--- src/coil_sense_cfg.svh ---
`ifndef COIL_SENSE_CFG_SVH
`define COIL_SENSE_CFG_SVH

// Signed coil current with a 12-bit magnitude
// Rails at plus and minus 4095
`define CURRENT_W 13

// Current change per clock
`define COIL_STEP 16 // Same step for drive and decay

// Measurement window of 2**8 clocks
`define DUTY_WIN_LOG2 8

// Duty width, also the width of the comparator target
`define DUTY_W 12

`endif

--- src/coil_pkg.sv ---
`include "coil_sense_cfg.svh"

package coil_pkg;

  // Gate lines of one H-bridge, half-bridge 1 first
  typedef struct packed {
    logic high_1; // Side 1 to supply
    logic low_1;  // Side 1 to ground
    logic high_2; // Side 2 to supply
    logic low_2;  // Side 2 to ground
  } bridge_gates_t;

  // One current sample of a coil
  typedef struct packed {
    logic signed [`CURRENT_W-1:0] current; // Positive from side 1 to side 2
    logic                         fault;   // Sticky shoot-through
  } coil_sample_t;

endpackage

--- src/loop_pkg.sv ---
`include "coil_sense_cfg.svh"

package loop_pkg;

  // Result of one PWM measurement window
  typedef struct packed {
    logic               valid; // One-cycle strobe
    logic [`DUTY_W-1:0] duty;
  } duty_meas_t;

  // Chopper comparator output
  typedef struct packed {
    logic               cmp;    // Magnitude at or above target
    logic [`DUTY_W-1:0] target; // Latched duty
  } cmp_status_t;

endpackage

--- src/pwm_duty.sv ---
`timescale 1ns/100ps
`include "coil_sense_cfg.svh"

module pwm_duty import loop_pkg::*; (
  input  logic       CLK,
  input  logic       resetn,
  input  logic       pwm,
  output duty_meas_t duty
);

  localparam int WIN_W    = `DUTY_WIN_LOG2;
  localparam int CNT_W    = WIN_W + 1;        // Room for a window that is all high
  localparam int SHIFT    = `DUTY_W - WIN_W;
  localparam int SCALED_W = CNT_W + SHIFT;

  logic [WIN_W-1:0]    win_cnt;
  logic [CNT_W-1:0]    high_cnt;
  logic [CNT_W-1:0]    high_total;
  logic                win_last;
  logic [SCALED_W-1:0] scaled;
  logic [`DUTY_W-1:0]  duty_sat;

  assign win_last   = (win_cnt == {WIN_W{1'b1}});
  assign high_total = high_cnt + CNT_W'(pwm);     // Count includes this sample

  // A full window clips to the top code
  assign scaled   = SCALED_W'(high_total) << SHIFT;
  assign duty_sat = (|scaled[SCALED_W-1:`DUTY_W]) ? '1 : scaled[`DUTY_W-1:0];

  always_ff @(posedge CLK) begin
    if (!resetn) begin
      win_cnt  <= '0;
      high_cnt <= '0;
    end else begin
      win_cnt <= win_cnt + 1'b1; // Wraps into the next window
      if (win_last) begin
        high_cnt <= '0;
      end else begin
        high_cnt <= high_total;
      end
    end
  end

  // Strobe and value land on the clock after the last sample
  always_ff @(posedge CLK) begin
    if (!resetn) begin
      duty <= '0;
    end else begin
      duty.valid <= win_last;
      if (win_last) begin
        duty.duty <= duty_sat;
      end
    end
  end

  a_single_strobe: assert property (
    @(posedge CLK) disable iff (!resetn)
    duty.valid |=> !duty.valid
  ) else $error("duty strobe high on consecutive cycles");

endmodule

--- src/hbridge_coil.sv ---
`timescale 1ns/100ps
`include "coil_sense_cfg.svh"

module hbridge_coil import coil_pkg::*; (
  input  logic          CLK,
  input  logic          resetn,
  input  bridge_gates_t gates,
  output coil_sample_t  sample
);

  localparam int ACC_W = `CURRENT_W + 1; // One guard bit for the step
  localparam logic signed [ACC_W-1:0] I_MAX = ACC_W'(2 ** (`CURRENT_W - 1) - 1);
  localparam logic signed [ACC_W-1:0] STEP  = ACC_W'(`COIL_STEP);

  typedef enum logic [2:0] {
    BR_HOLD,
    BR_POS,
    BR_NEG,
    BR_DECAY,
    BR_SHOOT
  } bridge_state_t;

  bridge_state_t           state;
  logic [3:0]              gate_code;
  logic                    shoot;
  logic signed [ACC_W-1:0] cur_ext;
  logic signed [ACC_W-1:0] cur_up;
  logic signed [ACC_W-1:0] cur_dn;
  logic signed [ACC_W-1:0] cur_next;

  assign gate_code = {gates.high_1, gates.low_1, gates.high_2, gates.low_2};
  assign shoot     = (gates.high_1 && gates.low_1) || (gates.high_2 && gates.low_2);

  always_comb begin
    if (shoot) begin
      state = BR_SHOOT;
    end else begin
      case (gate_code)
        4'b1001: state = BR_POS;   // high_1 with low_2
        4'b0110: state = BR_NEG;   // high_2 with low_1
        4'b0000,
        4'b0101: state = BR_DECAY; // Off or both lows on
        default: state = BR_HOLD;
      endcase
    end
  end

  assign cur_ext = {sample.current[`CURRENT_W-1], sample.current};
  assign cur_up  = cur_ext + STEP;
  assign cur_dn  = cur_ext - STEP;

  always_comb begin
    cur_next = cur_ext;
    case (state)
      BR_POS: begin
        cur_next = (cur_up > I_MAX) ? I_MAX : cur_up;
      end
      BR_NEG: begin
        cur_next = (cur_dn < -I_MAX) ? -I_MAX : cur_dn;
      end
      BR_DECAY: begin
        // Step toward zero without crossing it
        if (cur_ext > STEP) begin
          cur_next = cur_dn;
        end else if (cur_ext < -STEP) begin
          cur_next = cur_up;
        end else begin
          cur_next = '0;
        end
      end
      default:  cur_next = cur_ext;
    endcase
  end

  always_ff @(posedge CLK) begin
    if (!resetn) begin
      sample <= '0;
    end else if (sample.fault || state == BR_SHOOT) begin
      sample.fault   <= 1'b1; // Held until reset
      sample.current <= '0;
    end else begin
      sample.current <= cur_next[`CURRENT_W-1:0];
    end
  end

  a_current_range: assert property (
    @(posedge CLK) disable iff (!resetn)
    (cur_ext <= I_MAX) && (cur_ext >= -I_MAX)
  ) else $error("coil current beyond rail");

  a_fault_zero: assert property (
    @(posedge CLK) disable iff (!resetn)
    sample.fault |-> (sample.current == '0)
  ) else $error("current not zero while faulted");

endmodule

--- src/current_cmp.sv ---
`timescale 1ns/100ps
`include "coil_sense_cfg.svh"

module current_cmp import coil_pkg::*, loop_pkg::*; (
  input  logic         CLK,
  input  logic         resetn,
  input  duty_meas_t   duty,
  input  coil_sample_t sample,
  output cmp_status_t  status
);

  logic [`CURRENT_W-1:0] cur_abs;
  logic [`CURRENT_W-1:0] target_ext;
  logic [`DUTY_W-1:0]    target;
  logic                  cmp_bit;
  logic                  cmp_next;

  // Magnitude of the signed current
  always_comb begin
    if (sample.current[`CURRENT_W-1]) begin
      cur_abs = -sample.current;
    end else begin
      cur_abs = sample.current;
    end
  end

  assign target_ext = {{(`CURRENT_W - `DUTY_W){1'b0}}, target};
  assign cmp_next   = (cur_abs >= target_ext); // Unsigned compare

  always_ff @(posedge CLK) begin
    if (!resetn) begin
      target  <= '0;
      cmp_bit <= 1'b1; // 0 is at least 0
    end else begin
      cmp_bit <= cmp_next;
      if (duty.valid) begin
        target <= duty.duty; // Taken on the strobe
      end
    end
  end

  assign status.cmp    = cmp_bit;
  assign status.target = target;

  a_target_on_strobe: assert property (
    @(posedge CLK) disable iff (!resetn)
    $changed(target) |-> $past(duty.valid)
  ) else $error("target changed without a duty strobe");

endmodule

--- src/coil_sense_top.sv ---
`timescale 1ns/100ps

module coil_sense_top import coil_pkg::*, loop_pkg::*; (
  input  logic          CLK,
  input  logic          resetn,
  input  bridge_gates_t gates_a,
  input  bridge_gates_t gates_b,
  input  logic          vref_a,
  input  logic          vref_b,
  output coil_sample_t  sample_a,
  output coil_sample_t  sample_b,
  output cmp_status_t   status_a,
  output cmp_status_t   status_b
);

  duty_meas_t duty_a;
  duty_meas_t duty_b;

  // Coil A
  pwm_duty u_duty_a (
    .CLK    (CLK),
    .resetn (resetn),
    .pwm    (vref_a),
    .duty   (duty_a)
  );

  hbridge_coil u_coil_a (
    .CLK    (CLK),
    .resetn (resetn),
    .gates  (gates_a),
    .sample (sample_a)
  );

  current_cmp u_cmp_a (
    .CLK    (CLK),
    .resetn (resetn),
    .duty   (duty_a),
    .sample (sample_a),
    .status (status_a)
  );

  // Coil B
  pwm_duty u_duty_b (
    .CLK    (CLK),
    .resetn (resetn),
    .pwm    (vref_b),
    .duty   (duty_b)
  );

  hbridge_coil u_coil_b (
    .CLK    (CLK),
    .resetn (resetn),
    .gates  (gates_b),
    .sample (sample_b)
  );

  current_cmp u_cmp_b (
    .CLK    (CLK),
    .resetn (resetn),
    .duty   (duty_b),
    .sample (sample_b),
    .status (status_b)
  );

endmodule

--- config.mk ---
export PLATFORM = sky130hd
export DESIGN_NAME = coil_sense_top
export DESIGN_NICKNAME = d
export VERILOG_FILES = /design/src/coil_pkg.sv /design/src/loop_pkg.sv /design/src/pwm_duty.sv /design/src/hbridge_coil.sv /design/src/current_cmp.sv /design/src/coil_sense_top.sv
export VERILOG_INCLUDE_DIRS = /design/src /design/src/src
export SDC_FILE = /design/constraint.sdc
export NUM_CORES = 1
export LEC_CHECK = 0
export BUFFER_PORTS_ARGS = -buffer_cell sky130_fd_sc_hd__buf_4
export CAP_MARGIN = 20
export CORE_MARGIN = 8
export CORE_UTILIZATION = 33
export DETAILED_ROUTE_END_ITERATION = 10
export SLEW_MARGIN = 40
export SYNTH_ARGS = -nofsm -noshare
export SYNTH_HDL_FRONTEND = slang
export SYNTH_SLANG_ARGS = --single-unit
--- constraint.sdc ---
create_clock -name CLK -period 7.3 [get_ports CLK]
set_input_delay 0.73 -clock CLK [delete_from_list [all_inputs] [get_ports CLK]]
set_output_delay 0.73 -clock CLK [all_outputs]
set_load 0.01 [all_outputs]
==> impl_table.tex <==
\begin{tabular}{lr}
\hline
Metric & Value \\
\hline
\multicolumn{2}{l}{\textbf{Layout}} \\
\quad Number of filler cells placed in the layout & 2063 \\
\quad Non-Filler Instances & 1081 \\
\quad Antenna diode instance count & 0 \\
\quad Utilization after layout & 37.9\% \\
\quad Proportion of layout cells with a drive suffix above 1 & 13.4\% \\
\quad Relative area change from synthesis to final layout & 13.4\% \\
\quad Number of nets in the final layout & 865 \\
\multicolumn{2}{l}{\textbf{Setup path}} \\
\quad Crit Path Class & flip-flop to flip-flop \\
\quad Required @ worst endpoint & 7.58 ns \\
\quad Startpoint type of the worst setup path & flip-flop \\
\quad Critical Path Sink Type & flip-flop \\
\quad Largest driver fanout on the critical path & 21 \\
\quad CP Data Arrival Time & 3.25 ns \\
\multicolumn{2}{l}{\textbf{Clocking}} \\
\quad Number of buffers between clock root and the deepest sink & 2 \\
\quad Clock root cell & clkbuf\_16 \\
\quad Total CTS buffers & 9 \\
\quad TritonCTS clock tree & built \\
\quad CTS clock-pin slew for the worst setup and hold paths & 0.08 ns \\
\quad Hold-fix buffer count after cts & 0 \\
\quad Number of post-CTS setup repair buffers & 0 \\
\quad Total of cells resized after clock tree synthesis & 0 \\
\quad Later-pin clock latency in the skew report & 0.35 ns \\
\quad CTS H-tree depth & 3 \\
\quad CTS sink cnt & 98 \\
\multicolumn{2}{l}{\textbf{Timing}} \\
\quad Count of endpoints failing hold in the final timing report & 0 \\
\quad Worst relative slew slack & 47.0\% \\
\quad Final setup violation count & 0 \\
\quad Worst setup slack after layout & 4.33 ns \\
\quad Clock Skews & 0.0120 ns \\
\quad Fmax & 337 MHz \\
\quad Worst Max-Slew Pin Slew & 0.791 ns \\
\quad Setup repair after global routing missed its margin & false \\
\quad Final worst path period need & 2.97 ns \\
\quad Post-Route Hold Slack & 0.451 ns \\
\quad Summed negative setup slack over all endpoints & 0 ns \\
\quad Number of max-slew violations in the final report & 0 \\
\quad Final cycle utilization of the critical path & 40.6\% \\
\multicolumn{2}{l}{\textbf{Placed design}} \\
\quad Weighted congestion reported at the end of routability-driven placement & 0.868 \\
\quad DP Wirelength & 11800 um \\
\quad Count of port buffers added during placement & 65 \\
\quad Pre-CTS setup slack & 4.42 ns \\
\quad Placed cell count & 1065 \\
\multicolumn{2}{l}{\textbf{Yosys}} \\
\quad Top area cells in the synthesized netlist & dfxtp\_1 30\%, ha\_1 8.1\%, xnor2\_1 4.7\%, o21ai\_0 4.0\%, nand2\_1 3.2\% \\
\quad Warning count from the yosys run & 0 \\
\quad Number of flops mapped to enable cells by yosys & 0 \\
\quad Largest area contributor in the netlist & dfxtp\_1 \\
\quad Synth Area per Inst & 8.18 um\^{}2 \\
\quad Share of synthesized area occupied by flip-flops and latches & 30.2\% \\
\quad Area share of the leading cell type in the synthesized netlist & 30.2\% \\
\quad Synth Instances & 793 \\
\quad Asr flop ratio synth & 0\% \\
\quad Netlist Area Pre-Place & 6490 um\^{}2 \\
\quad Synthesized Nets & 847 \\
\quad Number of unique standard cell types used by synthesis & 82 \\
\quad Leading register cell type out of synthesis & dfxtp\_1 \\
\quad Count of state elements after synthesis & 98 \\
\multicolumn{2}{l}{\textbf{Global route}} \\
\quad Number of global-route vias before repair & 5410 \\
\quad Largest net degree at the start of global routing & 66 \\
\quad Overall overflow remaining after global route & 0 \\
\quad Antenna violations before repair & 0 \\
\quad All-layer global routing usage & 13.5\% \\
\quad Wire length of the first global-routing pass & 27300 um \\
\multicolumn{2}{l}{\textbf{Route}} \\
\quad Wirelength, routed & 16500 um \\
\quad Number of remaining DRC errors & 0 \\
\quad DR WL met3 & 876 um \\
\quad Topmost layer with routed signal wires & met4 \\
\quad Starting DRC count in detailed routing & 425 \\
\quad Met2 wirelength from detailed routing & 7510 um \\
\quad Average detailed-routed wire length per instance & 15.3 um \\
\quad Total via count after detailed routing & 5712 \\
\quad Via/cell ratio & 5.28 \\
\quad Iteration count of the initial detailed-routing pass & 5 \\
\quad Antenna-violating nets left & 0 \\
\quad Routed metal-1 wire length & 7820 um \\
\multicolumn{2}{l}{\textbf{Outcome}} \\
\quad Outcome & finished, final reports clean \\
\multicolumn{2}{l}{\textbf{Floorplan}} \\
\quad Height of the die & 156 um \\
\quad Number of rows in the core area & 51 \\
\quad Horizontal extent of the die & 156 um \\
\quad IO Pins & 66 \\
\quad Core Box Area & 19400 um\^{}2 \\
\quad Initial core utilization & 33.4\% \\
\quad Die area & 24400 um\^{}2 \\
\multicolumn{2}{l}{\textbf{Min path}} \\
\quad HP Class & flip-flop to flip-flop \\
\multicolumn{2}{l}{\textbf{Power}} \\
\quad Maximum VDD drop & 0.0970 mV \\
\quad P\_leak & 2.78 nW \\
\quad P per Cell Area & 168 nW/um\^{}2 \\
\multicolumn{2}{l}{\textbf{Job}} \\
\quad Number of maximum-capacitance violations & 0 \\
\hline
\end{tabular}
[cell usage in the layout (no fill, tap or decap), drive strengths merged, types with 6 or more instances in the layout]
cell type | synthesis | final
nand2 | 56 | 56
a211oi | 8 | 8
ha | 42 | 42
nor3 | 17 | 17
mux2i | 19 | 19
xnor2 | 35 | 35
nor4 | 8 | 8
a21oi | 42 | 42
o41ai | 6 | 6
or4 | 9 | 9
a21boi | 6 | 6
nand3 | 41 | 41
nor2 | 57 | 57
nand4 | 8 | 8
a21o | 7 | 7
o31ai | 7 | 7
and2 | 17 | 17
dfxtp | 98 | 98
inv | 39 | 43
o21ai | 56 | 56
xor2 | 17 | 17
buf | 22 | 67
a31oi | 9 | 9
nand2b | 10 | 10
and3 | 7 | 7
nor2b | 27 | 27
clkbuf | 38 | 10
[layer usage]
metal / vias to the layer above / GRT usage [%]
met4: 0 / 4.90
li1: 2874 / -
met5: - / 0
met2: 144 / 21.7
met3: 23 / 2.73
met1: 2671 / 17.6
[state kept, by name (all words and copies together) (netlist names)]
signal             flops
u_duty_a.high_cnt      9
u_coil_a.sample       12
u_cmp_a.cmp_bit        1
u_duty_b.win_cnt       8
u_cmp_b.target         9
u_duty_a.win_cnt       8
u_duty_a.duty         10
u_duty_b.high_cnt      9
u_cmp_b.cmp_bit        1
u_duty_b.duty         10
u_coil_b.sample       12
u_cmp_a.target         9
[final timing paths]
kind | slack, ns | startpoint | cells past startpoint | end
max | 4.33 | u_coil_a.sample[6] | 8 | u_coil_a.sample[3]
min reg2reg | 0.45 | u_duty_b.win_cnt[0] | 1 | u_duty_b.win_cnt[0]
max reg2reg | 4.33 | u_coil_a.sample[6] | 8 | u_coil_a.sample[3]
min | 0.45 | u_duty_b.win_cnt[0] | 1 | u_duty_b.win_cnt[0]
[report_power, final]
group          leakage (nW)  switching [W]  total, W  internal, W
clock network         0.158       0.000236  0.000519     0.000284
logic                  1.83      0.0000920  0.000155    0.0000630
registers             0.793      0.0000177  0.000562     0.000545
total                  2.78       0.000345   0.00124     0.000892
[synthesized netlist by cell type (10+ instances only)]
master	number
dfxtp_1	98
nand2_1	56
nor2_1	56
o21ai_0	52
ha_1	42
nand3_1	41
a21oi_1	40
inv_1	39
clkbuf_1	38
xnor2_1	35
nor2b_1	27
mux2i_1	19
and2_1	17
xor2_1	17
nor3_1	16
buf_4	12
nand2b_1	10
[metrics by stage]
stage	power [W]	cell area [um^2]
CTS	0.00125	7350
floorplan	0.000685	6490
detailed placement	0.000729	7040
finish	0.00124	7350
global route	0.00129	7350
global placement	0.000729	7040
[cell families after synthesis]
logic type	after synthesis	share of synthesized area, %
AOI/OAI and AO/OA	193	20.3
xor gates and xnor gates	52	7.02
buffers and inverters	99	6.65
adders and majority gates	42	8.10
and+or+nand+nor	290	24.7
DFF	98	30.2
muxes	19	2.93
[area by class of cell]
class	count	area, um^2	share of cell area (%)
clock buffers	10	239	3.25
multi-input cells	596	4090	55.7
repair buffers	67	503	6.84
well taps	265	332	4.51
clock inverters	6	78.8	1.07
flip-flops and latches	98	1960	26.7
inverters	39	146	1.99
[critical path: stages, from the launching register on]
cell     delay, ns
dfxtp_1       0.81
inv_1         0.27
ha_1          0.39
o21ba_2       0.31
nor2_1        0.05
o32ai_2       0.29
a31oi_4       0.21
nor4_4        0.35
mux2i_1       0.21
(Power assumes the default switching activity.)
